`config.mk`:
```
export PLATFORM = sky130hd
export DESIGN_NAME = fetch_unit
export DESIGN_NICKNAME = d
export VERILOG_FILES = /design/src/verilog/fetch_pkg.sv /design/src/verilog/wb_pkg.sv /design/src/verilog/fetch_unit.sv /design/src/verilog/fetch_ctrl.sv /design/src/verilog/wb_read_master.sv /design/src/verilog/instr_queue.sv /design/src/verilog/fetch_cache.sv
export VERILOG_INCLUDE_DIRS = /design/src /design/src/verilog
export SDC_FILE = /design/constraint.sdc
export NUM_CORES = 2
export LEC_CHECK = 0
export ABC_AREA = 1
export BUFFER_PORTS_ARGS = -buffer_cell sky130_fd_sc_hd__buf_2
export CORE_ASPECT_RATIO = 1.4
export CORE_MARGIN = 4
export CORE_UTILIZATION = 55
export DETAILED_ROUTE_END_ITERATION = 6
export GPL_ROUTABILITY_DRIVEN = 0
export PLACE_DENSITY = 0.8
export SETUP_SLACK_MARGIN = 0.4
export SYNTH_ARGS = -nofsm -noshare
export SYNTH_HDL_FRONTEND = slang
export SYNTH_SLANG_ARGS = --single-unit
```
`constraint.sdc`:
```
create_clock -name clk -period 8 [get_ports clk]
set_input_delay 1.6 -clock clk [delete_from_list [all_inputs] [get_ports clk]]
set_output_delay 1.6 -clock clk [all_outputs]
set_load 0.005 [all_outputs]
```
`src/verilog/fetch_config.svh`:
```
`ifndef FETCH_CONFIG_SVH
`define FETCH_CONFIG_SVH

// word address and instruction widths.
`define FETCH_ADDR_W 16
`define INSTR_W 32

// fetch cache entries.
`define CACHE_DEPTH 8

// the queue holds 2**QUEUE_ADDR_W - 1 entries.
`define QUEUE_ADDR_W 4

`define RESET_PC 0

`endif
```
`src/verilog/fetch_pkg.sv`:
```
`default_nettype none

`include "fetch_config.svh"

package fetch_pkg;

    typedef logic [`FETCH_ADDR_W-1:0] pc_t;
    typedef logic [`INSTR_W-1:0] instr_t;

    // one fetched word and where it came from.
    typedef struct packed {
        pc_t    pc;
        instr_t instr;
    } fetch_entry_t;

    typedef enum logic [1:0] {
        LOOKUP,
        BUS_WAIT,
        PUSH,
        PUSH_ACK
    } ctrl_state_e;

endpackage

`default_nettype wire

```
`src/verilog/wb_pkg.sv`:
```
`default_nettype none

`include "fetch_config.svh"

package wb_pkg;

    typedef logic [`FETCH_ADDR_W-1:0] wb_adr_t;
    typedef logic [`INSTR_W-1:0] wb_dat_t;

    // master to slave.
    typedef struct packed {
        logic    cyc;
        logic    stb;
        wb_adr_t adr;
    } wb_req_t;

    // slave to master, dat valid with ack.
    typedef struct packed {
        wb_dat_t dat;
        logic    ack;
    } wb_rsp_t;

endpackage

`default_nettype wire

```
`src/verilog/fetch_unit.sv`:
```
`timescale 1ns/1ns
`default_nettype none

`include "fetch_config.svh"

module fetch_unit (
    input  wire                    clk,
    input  wire                    rstn,
    input  wire                    i_redirect,
    input  wire fetch_pkg::pc_t    i_redirect_pc,
    input  wire                    i_pop,
    output fetch_pkg::fetch_entry_t o_instr,
    output logic                   o_instr_valid,
    output wb_pkg::wb_req_t        o_wb_req,
    input  wire wb_pkg::wb_rsp_t   i_wb_rsp
);

    fetch_pkg::pc_t          find_key;
    logic                    found;
    fetch_pkg::instr_t       found_data;
    logic                    fill;
    fetch_pkg::pc_t          fill_key;
    fetch_pkg::instr_t       fill_data;
    logic                    bus_start;
    fetch_pkg::pc_t          bus_addr;
    logic                    bus_done;
    fetch_pkg::instr_t       bus_data;
    logic                    push;
    fetch_pkg::fetch_entry_t push_entry;
    logic                    push_done;
    logic                    flush;

    fetch_ctrl ctrl_i (
        .clk(clk), .rstn(rstn),
        .i_redirect(i_redirect), .i_redirect_pc(i_redirect_pc),
        .o_find_key(find_key), .i_found(found), .i_found_data(found_data),
        .o_fill(fill), .o_fill_key(fill_key), .o_fill_data(fill_data),
        .o_bus_start(bus_start), .o_bus_addr(bus_addr),
        .i_bus_done(bus_done), .i_bus_data(bus_data),
        .o_push(push), .o_push_entry(push_entry), .i_push_done(push_done),
        .o_flush(flush)
    );

    fetch_cache #(.DEPTH(`CACHE_DEPTH)) cache_i (
        .clk(clk), .rstn(rstn),
        .i_push(fill), .i_push_key(fill_key), .i_push_data(fill_data),
        .i_find_key(find_key), .o_found(found), .o_found_data(found_data)
    );

    instr_queue #(.LEN_ADDR(`QUEUE_ADDR_W)) queue_i (
        .clk(clk), .rstn(rstn), .i_flush(flush),
        .i_push(push), .i_push_entry(push_entry), .o_push_done(push_done),
        .i_pop(i_pop), .o_pop_entry(o_instr), .o_pop_done(o_instr_valid)
    );

    wb_read_master bus_i (
        .clk(clk), .rstn(rstn),
        .i_start(bus_start), .i_addr(bus_addr),
        .o_done(bus_done), .o_data(bus_data),
        .o_wb_req(o_wb_req), .i_wb_rsp(i_wb_rsp)
    );

endmodule

`default_nettype wire

```
`src/verilog/fetch_ctrl.sv`:
```
`timescale 1ns/1ns
`default_nettype none

`include "fetch_config.svh"

module fetch_ctrl (
    input  wire                    clk,
    input  wire                    rstn,
    input  wire                    i_redirect,
    input  wire fetch_pkg::pc_t    i_redirect_pc,
    output fetch_pkg::pc_t         o_find_key,
    input  wire                    i_found,
    input  wire fetch_pkg::instr_t i_found_data,
    output logic                   o_fill,
    output fetch_pkg::pc_t         o_fill_key,
    output fetch_pkg::instr_t      o_fill_data,
    output logic                   o_bus_start,
    output fetch_pkg::pc_t         o_bus_addr,
    input  wire                    i_bus_done,
    input  wire fetch_pkg::instr_t i_bus_data,
    output logic                   o_push,
    output fetch_pkg::fetch_entry_t o_push_entry,
    input  wire                    i_push_done,
    output logic                   o_flush
);

    fetch_pkg::ctrl_state_e state;
    fetch_pkg::pc_t         pc;
    fetch_pkg::pc_t         miss_pc;  // address of the read in flight.
    fetch_pkg::instr_t      pending;
    logic                   stale;

    assign o_find_key   = pc;
    assign o_bus_start  = (state == fetch_pkg::LOOKUP) && !i_found && !i_redirect;
    assign o_bus_addr   = pc;
    assign o_fill       = (state == fetch_pkg::BUS_WAIT) && i_bus_done;
    assign o_fill_key   = miss_pc;
    assign o_fill_data  = i_bus_data;
    assign o_push       = (state == fetch_pkg::PUSH);
    assign o_push_entry = '{pc: pc, instr: pending};
    assign o_flush      = i_redirect;

    always_ff @(posedge clk) begin
        if (!rstn) begin
            state <= fetch_pkg::LOOKUP;
            pc    <= fetch_pkg::pc_t'(`RESET_PC);
            stale <= 1'b0;
        end else begin
            case (state)
                fetch_pkg::LOOKUP: begin
                    if (!i_redirect) begin
                        state <= i_found ? fetch_pkg::PUSH : fetch_pkg::BUS_WAIT;
                    end
                end
                fetch_pkg::BUS_WAIT: begin
                    // a redirected read still fills the cache but is dropped here.
                    if (i_bus_done) begin
                        state <= (stale || i_redirect) ? fetch_pkg::LOOKUP : fetch_pkg::PUSH;
                        stale <= 1'b0;
                    end else if (i_redirect) begin
                        stale <= 1'b1;
                    end
                end
                fetch_pkg::PUSH: begin
                    state <= i_redirect ? fetch_pkg::LOOKUP : fetch_pkg::PUSH_ACK;
                end
                fetch_pkg::PUSH_ACK: begin
                    if (i_redirect) begin
                        state <= fetch_pkg::LOOKUP;
                    end else if (i_push_done) begin
                        pc    <= pc + 1'b1;
                        state <= fetch_pkg::LOOKUP;
                    end else begin
                        state <= fetch_pkg::PUSH;
                    end
                end
                default: state <= fetch_pkg::LOOKUP;
            endcase
            if (i_redirect) begin
                pc <= i_redirect_pc;
            end
        end
    end

    always_ff @(posedge clk) begin
        if ((state == fetch_pkg::LOOKUP) && i_found) begin
            pending <= i_found_data;
        end else if (o_fill) begin
            pending <= i_bus_data;
        end
        if (o_bus_start) begin
            miss_pc <= pc;
        end
    end

endmodule

`default_nettype wire

```
`src/verilog/wb_read_master.sv`:
```
`timescale 1ns/1ns
`default_nettype none

module wb_read_master (
    input  wire                    clk,
    input  wire                    rstn,
    input  wire                    i_start,
    input  wire fetch_pkg::pc_t    i_addr,
    output logic                   o_done,
    output fetch_pkg::instr_t      o_data,
    output wb_pkg::wb_req_t        o_wb_req,
    input  wire wb_pkg::wb_rsp_t   i_wb_rsp
);

    wb_pkg::wb_req_t req_q;

    always_ff @(posedge clk) begin
        if (!rstn) begin
            req_q.cyc <= 1'b0;
            req_q.stb <= 1'b0;
        end else if (i_start) begin
            req_q.cyc <= 1'b1;
            req_q.stb <= 1'b1;
            req_q.adr <= i_addr;
        end else if (i_wb_rsp.ack) begin
            req_q.cyc <= 1'b0;
            req_q.stb <= 1'b0;
        end
    end

    assign o_wb_req = req_q;
    // read data is only valid in the ack cycle.
    assign o_done   = req_q.stb && i_wb_rsp.ack;
    assign o_data   = i_wb_rsp.dat;

    a_stb_cyc: assert property (@(posedge clk) disable iff (!rstn)
        req_q.stb |-> req_q.cyc);

    a_adr_hold: assert property (@(posedge clk) disable iff (!rstn)
        (req_q.stb && !i_wb_rsp.ack) |=> $stable(req_q.adr));

endmodule

`default_nettype wire

```
`src/verilog/instr_queue.sv`:
```
`timescale 1ns/1ns
`default_nettype none

`include "fetch_config.svh"

module instr_queue #(
    parameter int LEN_ADDR = `QUEUE_ADDR_W
) (
    input  wire                          clk,
    input  wire                          rstn,
    input  wire                          i_flush,
    input  wire                          i_push,
    input  wire fetch_pkg::fetch_entry_t i_push_entry,
    output logic                         o_push_done,
    input  wire                          i_pop,
    output fetch_pkg::fetch_entry_t      o_pop_entry,
    output logic                         o_pop_done
);

    localparam int DEPTH = 2 ** LEN_ADDR;

    fetch_pkg::fetch_entry_t mem [DEPTH];
    logic [LEN_ADDR-1:0] wr_ptr;  // next slot to write.
    logic [LEN_ADDR-1:0] rd_ptr;  // next slot to read.
    logic empty;
    logic full;

    assign empty = (wr_ptr == rd_ptr);
    assign full  = (wr_ptr + 1'b1 == rd_ptr);

    always_ff @(posedge clk) begin
        o_push_done <= 1'b0;
        o_pop_done  <= 1'b0;
        if (!rstn || i_flush) begin
            wr_ptr <= '0;
            rd_ptr <= '0;
        end else if (i_push && i_pop) begin
            // empty queue passes the new entry straight through.
            mem[wr_ptr] <= i_push_entry;
            o_pop_entry <= empty ? i_push_entry : mem[rd_ptr];
            wr_ptr      <= wr_ptr + 1'b1;
            rd_ptr      <= rd_ptr + 1'b1;
            o_push_done <= 1'b1;
            o_pop_done  <= 1'b1;
        end else if (i_push && !full) begin
            mem[wr_ptr] <= i_push_entry;
            wr_ptr      <= wr_ptr + 1'b1;
            o_push_done <= 1'b1;
        end else if (i_pop && !empty) begin
            o_pop_entry <= mem[rd_ptr];
            rd_ptr      <= rd_ptr + 1'b1;
            o_pop_done  <= 1'b1;
        end
    end

    a_no_empty_pop: assert property (@(posedge clk) disable iff (!rstn)
        (i_pop && empty && !i_push) |=> !o_pop_done);

endmodule

`default_nettype wire

```
`src/verilog/fetch_cache.sv`:
```
`timescale 1ns/1ns
`default_nettype none

`include "fetch_config.svh"

module fetch_cache #(
    parameter int DEPTH = `CACHE_DEPTH
) (
    input  wire                     clk,
    input  wire                     rstn,
    input  wire                     i_push,
    input  wire fetch_pkg::pc_t     i_push_key,
    input  wire fetch_pkg::instr_t  i_push_data,
    input  wire fetch_pkg::pc_t     i_find_key,
    output logic                    o_found,
    output fetch_pkg::instr_t       o_found_data
);

    localparam logic [DEPTH-1:0] ONE = 1;

    fetch_pkg::pc_t    key  [DEPTH];
    fetch_pkg::instr_t data [DEPTH];
    // row i bit j set: entry i was written after entry j. diagonal is the valid bit.
    logic [DEPTH-1:0]  prio [DEPTH];

    logic [DEPTH-1:0] push_match;
    logic [DEPTH-1:0] push_able;
    logic [DEPTH-1:0] push_place;
    logic [DEPTH-1:0] found_k;

    always_comb begin
        for (int i = 0; i < DEPTH; i++) begin
            push_match[i] = i_push && prio[i][i] && (key[i] == i_push_key);
        end
        // an entry is a victim when nothing else is older than it.
        for (int i = 0; i < DEPTH; i++) begin
            push_able[i] = (|push_match) ? push_match[i]
                                         : (i_push && !(|(prio[i] & ~(ONE << i))));
        end
        // keep the lowest index only.
        push_place = push_able & (~push_able + ONE);
    end

    always_comb begin
        o_found_data = '0;
        for (int i = 0; i < DEPTH; i++) begin
            found_k[i] = prio[i][i] && (key[i] == i_find_key);
            if (found_k[i]) begin
                o_found_data = o_found_data | data[i];
            end
        end
    end

    assign o_found = |found_k;

    always_ff @(posedge clk) begin
        for (int i = 0; i < DEPTH; i++) begin
            if (push_place[i]) begin
                key[i]  <= i_push_key;
                data[i] <= i_push_data;
            end
        end
    end

    // lookups leave the matrix alone, so eviction stays fifo.
    always_ff @(posedge clk) begin
        for (int i = 0; i < DEPTH; i++) begin
            if (!rstn) begin
                prio[i] <= '0;
            end else begin
                prio[i] <= push_place[i] ? '1 : (prio[i] & ~push_place);
            end
        end
    end

    a_unique_hit: assert property (@(posedge clk) disable iff (!rstn)
        $onehot0(found_k));

endmodule

`default_nettype wire

```
Yosys cells after proc, flatten, opt, wreduce, memory -nomap -nowiden --
Memory sizes are Yosys's and may differ from the RTL's. A register that Yosys moved wholly into a read port is not among the register bits. Cells that the tools add are included.
Cells by class: add/sub/neg operators 4, eq/ne operators 24, mux-type cells 132, bitwise operators 28, reduce and logical (&&, ||, !) cells 93
Operators by type and width (number):
- $mux 32 | 17
- $eq 16x16->1 | 16
- $mux 48 | 5
- $or 32x32->32 | 7
- $reduce_or 32->1 | 7
- $mux 16 | 10
- $mux 8 | 16
- $reduce_or 16->1 | 7
- $and 8x8->8 | 9
- $reduce_or 7->1 | 8
- $mux 1 | 53
- $mux 3 | 14
- $logic_and 1x1->1 | 40
- $mux 4 | 7
- $mux 2 | 9
- $add 16x1->16 const B | 1
- $not 8->8 | 2
- $reduce_or 8->1 | 2
- $reduce_bool 2->1 | 7
- $logic_not 1->1 | 13
- $reduce_and 2->1 | 5
- $or 1x1->1 | 9
- $add 4x1->4 const B | 2
- $add 8x1->8 const B | 1
- other kinds (10) | 14
Storage, ports and cells: flip-flop bits (word level) 143, bits in writable memories 1216, input port bits 53, output and inout bits 67, word-level logic and storage cells 299, memories 4
Memories:
- queue_i.mem | words 16, width 48, rd ports 1, clocked after Yosys merged registers in 1, write ports 1, RTL line instr_queue.sv:22 | fetch_pkg::fetch_entry_t mem [DEPTH];
- cache_i.data | words 8, width 32, rd ports 8, clocked after Yosys merged registers in 0, write ports 1, RTL line fetch_cache.sv:22 | fetch_pkg::instr_t data [DEPTH];
- cache_i.key | words 8, width 16, rd ports 8, clocked after Yosys merged registers in 0, write ports 1, RTL line fetch_cache.sv:21 | fetch_pkg::pc_t key [DEPTH];
- cache_i.prio | words 8, width 8, rd ports 8, clocked after Yosys merged registers in 0, write ports 8, RTL line fetch_cache.sv:24 | logic [DEPTH-1:0] prio [DEPTH];

Logic depth before layout (Yosys ltp) --
depth after elaboration 19, depth in mapped cells 19, depth with buffers taken out 18

Cells and area by module --
Synthesis repeated with hierarchy kept, for this count alone.
Second synthesis, totals: cell total of the unflattened synthesis 5516, area total of the unflattened synthesis 59039.1 µm²
By module, submodules not included:
- instr_queue | times used 1, cells an instance 2870, area each 33851.2 µm², sequential area each 24783.8 µm²
- fetch_cache | times used 1, cells an instance 2256, area each 20882.5 µm², sequential area each 12812.3 µm²
- fetch_ctrl | times used 1, cells an instance 333, area each 3529.6 µm², sequential area each 1821.7 µm²
- wb_read_master | times used 1, cells an instance 57, area each 775.7 µm², sequential area each 500.5 µm²

Least setup slack after synthesis --
No wires, ideal clock.
kind input port to flip-flop, start input port rstn, end memory queue_i.mem[0][0] in the netlist's numbering, enable pin, library setup time 454 ps, data arrival time 4728 ps, required time 7546 ps, path slack 2818 ps, stages on the path 7, buffers on the path 1, path through clkbuf_1 inv_1 nor2_1 inv_1 nor2_1 nand2_1 nor2_1
On the way: word-level cells in the longest chain between the ends 5, elaborated cells between the ends (all ways) 7, classes of those cells mux (4); bitwise (1); reduce/logical (2)
Ends and longest elaborated chain:
- start, declared | RTL line fetch_unit.sv:8 | input wire rstn,
- $logic_not 1->1 (*) | RTL line instr_queue.sv:34 | if (!rstn || i_flush) begin
- $logic_or 1x1->1 (*) | RTL line instr_queue.sv:34
- $mux 1 | RTL line instr_queue.sv:34
- $mux 1, on equally long branches | RTL line instr_queue.sv:39, instr_queue.sv:46
- $or 1x1->1 (no line) (*)
- end, declared | RTL line instr_queue.sv:22
Mark *: on every way between the ends. The rest lies on a longest branch, timed or not.

Worst setup path in the final report --
start input port rstn, end memory queue_i.mem[14][0] in the netlist's numbering, enable pin
The elaborated chain is that of the path after synthesis.

==> impl_results.md <==
- Status: finished, final reports clean
- Clk Latency, worst-skew pair: 0.75 ns
- Syn_area_per_cell: roughly 12 um^2
- Root buf cell: clkbuf_16
- DRT Pass-1 Iters: 7
- DRT iter0 DRCs: 5327
- Final WL: about 150000 um
- Minimum clock period: 5.07 ns
- Via count: about 38000
- Worst Setup Start Kind: input port
- Placed inst area: about 57000 um^2
- Dominant cells by area after synthesis: edfxtp_1 (68%), o21ai_0 (5.0%), nor2_1 (4.7%)
- # IOs: 120
- Fin cells: just over 6000
- Seq/Total Area, Yosys: approximately 72%
- Finished Cell Area: between 60000 and 70000 um^2
- Total grt overflow: 0
- P per Cell Area: 229 nW/um^2
- Synthesized instance count: around 4600
- Area Overhead vs Synth: 10.3%
- HP Class: register to register
- Die Ht: ~380 um
- Crit path kind: input port to register
- Vias in the first global route: about 37000
- Final Util: 61.3%
- First-pass GRT wire length: ~220000 um
- Synthesis-stage register bit count: 1362
- Number of port buffers: about 120
- Arrival @ worst endpoint: around 5.5 ns
- Most common cell in the netlist: edfxtp_1
- Leak pwr: approximately 0.022 uW
- Clock buffer depth: 3
- Max IR drop VDD: roughly 260 uV
- Netlist cell types: 46
- Max Fclk: just under 200 MHz
- Area taken by multi-input logic gates: about 13000 um^2
- Synth top cells by count: edfxtp_1 (1264), nor2_1 (690), o21ai_0 (549)
- Clock sinks: between 1000 and 1500
- DIE AREA: between 100000 and 150000 um^2
- DR WL/cell: between 20 and 25 um
- Slew margin rel.: 12.7%
- Sequential cell area: between 30000 and 40000 um^2
- Layout net count: 4745
- Die width: around 280 um
- Final Skew: between 0.03 and 0.04 ns
- Area leader, netlist: edfxtp_1
- Final HPWL DP: ~85000 um
- Initial Utilization: around 56%
- # fillers: about 7300
- Layout cells sized above 1: 9.09%
- Row count: 137
- Routed wl met3: between 15000 and 20000 um
- Synth Warn #: 0
- Final setup viols: 0
- Synth top area share: approximately two thirds
- Asr flop ratio synth: 0%
- M1 wire length: just over 50000 um
- Final TNS setup: 0 ns
- Core area: roughly 100000 um^2
- Crit end category: register
- Routed vias/inst: 6.20
- Top FF cell, synth: edfxtp_1
- Place WS: 2.36 ns
- Total CTS buffers: roughly 120
- Cell Area, Synth: 55400 um^2
- Hold buffers post-CTS: 0
- Gr usage total: a little over a quarter
- Largest net degree at the start of global routing: 200
- Cell Count Post-Placement: 5889
- ANT nets after route: 0
- CTS tree: yes
- Worst endpoint required time: between 8 and 9 ns
- Worst Setup Slack, final: 2.93 ns
- RSZ-0062 raised after global routing: no
- Period utilization: 63.4%
- Max Cap Viol: 0
- Slew Viols, Final: 0
- Max FO, Critical Path: 54
- Worst-margin pin slew: 1.31 ns
- CTS H-tree depth: 3
- Met2 WL: between 70000 and 80000 um
- Clk slew on worst S/H paths: approximately 0.060 ns
- EDFF count, synth: 1264
- Hold violation total from the final report: 0
- Post-CTS Setup Repair Bufs: 0
- Syn nets: roughly 4700
- Top Layer Used: met4
- CTS resizes: 0
- Antenna violations before repair: 3
- # DRC: 0
## cell families (layout without fill, tap and decap cells)
kind of cell | after synthesis | after routing | synth area share [%]
AO/OA/AOI/OAI | 992 | 992 | 10.7
XOR/XNOR | 79 | 79 | 1.25
adder cells (fa/ha/maj) | 6 | 6 | 0.135
buffers and inverters | 700 | 864 | 4.90
flip-flops | 1362 | 1362 | 72.0
other | 0 | 6 | 0
AND/OR/NAND/NOR | 1482 | 1482 | 11.0
## placed cells by master, fill, tap and decap left out, types with 15 or more instances in the layout
cell / n
edfxtp_1: 1264
nor2_1: 671
o21ai_0: 549
nand2_1: 515
inv_1: 426
nand3_1: 187
o22ai_1: 167
o221ai_1: 165
buf_2: 119
clkbuf_16: 116
dfxtp_1: 94
buf_4: 74
a21oi_1: 56
xor2_1: 44
xnor2_1: 35
clkinv_1: 35
nor3_1: 28
clkbuf_1: 24
nor2_4: 23
o211ai_1: 22
inv_2: 15
## where the power goes
part / switching, uW / total (uW) / internal (uW) / leakage, uW
Combinational: 409 / 545 / 136 / 0.00814
Sequential: 80.6 / 7910 / 7830 / 0.0123
Clock: 2550 / 5540 / 2990 / 0.00178
Total: 3040 / 14000 / 11000 / 0.0222
## path summary, 6_finish.rpt
check                                            from                   to  slack [ns]  cells after the start
worst max-delay path                             rstn   queue_i.mem[14][0]        2.93                     10
worst min-delay path              cache_i.prio[0][17]  cache_i.prio[0][17]        0.45                      2
worst max register to register  ctrl_i.o_bus_addr[10]    ctrl_i.pending[6]        3.35                     13
worst min register to register    cache_i.prio[0][17]  cache_i.prio[0][17]        0.45                      2
## through the flow
step	power [uW]	hold slack (ns)
after CTS	14000	0.452
after detailed placement	8580	0.438
after floorplan	8340	0.419
after global routing	14400	0.472
after global placement	8570	0.432
final	14000	0.452
## metal layers
layer  vias up  global-route usage, %
li1      16583                      -
met3       624                   5.75
met5         -                      0
met4         0                   15.8
met2      2715                   44.9
met1     17993                   33.4
## final cells by class
cell class | instances | share of cell area [%]
antenna | 6 | 0.0246
clock buffer | 147 | 5.02
clock inverter | 69 | 1.02
inverter | 453 | 2.81
multi-input combinational | 2559 | 21.2
sequential | 1362 | 65.3
tap | 1320 | 2.70
timing repair buffer | 195 | 1.95
## registers in the layout, summed over array words and instances (netlist names), named ones only
register             flops
queue_i.wr_ptr           4
ctrl_i.stale             1
cache_i.data           256
queue_i.o_pop_done       1
queue_i.o_pop_entry     48
cache_i.key            128
ctrl_i.o_bus_addr       16
queue_i.mem            768
queue_i.rd_ptr           4
bus_i.o_wb_req          17
ctrl_i.pending          32
ctrl_i.state             2
cache_i.prio            64
queue_i.o_push_done      1
ctrl_i.o_fill_key       16
## worst max-delay path, stage by stage
cell	delay, ns
buf_2	0.08
buf_4	0.48
inv_1	0.08
buf_4	0.28
nor2_1	0.47
inv_1	0.28
nor2_1	0.32
nand2_1	0.31
nor2_4	1.05
buf_4	0.47
No activity file was read; power rests on OpenSTA's default activity.
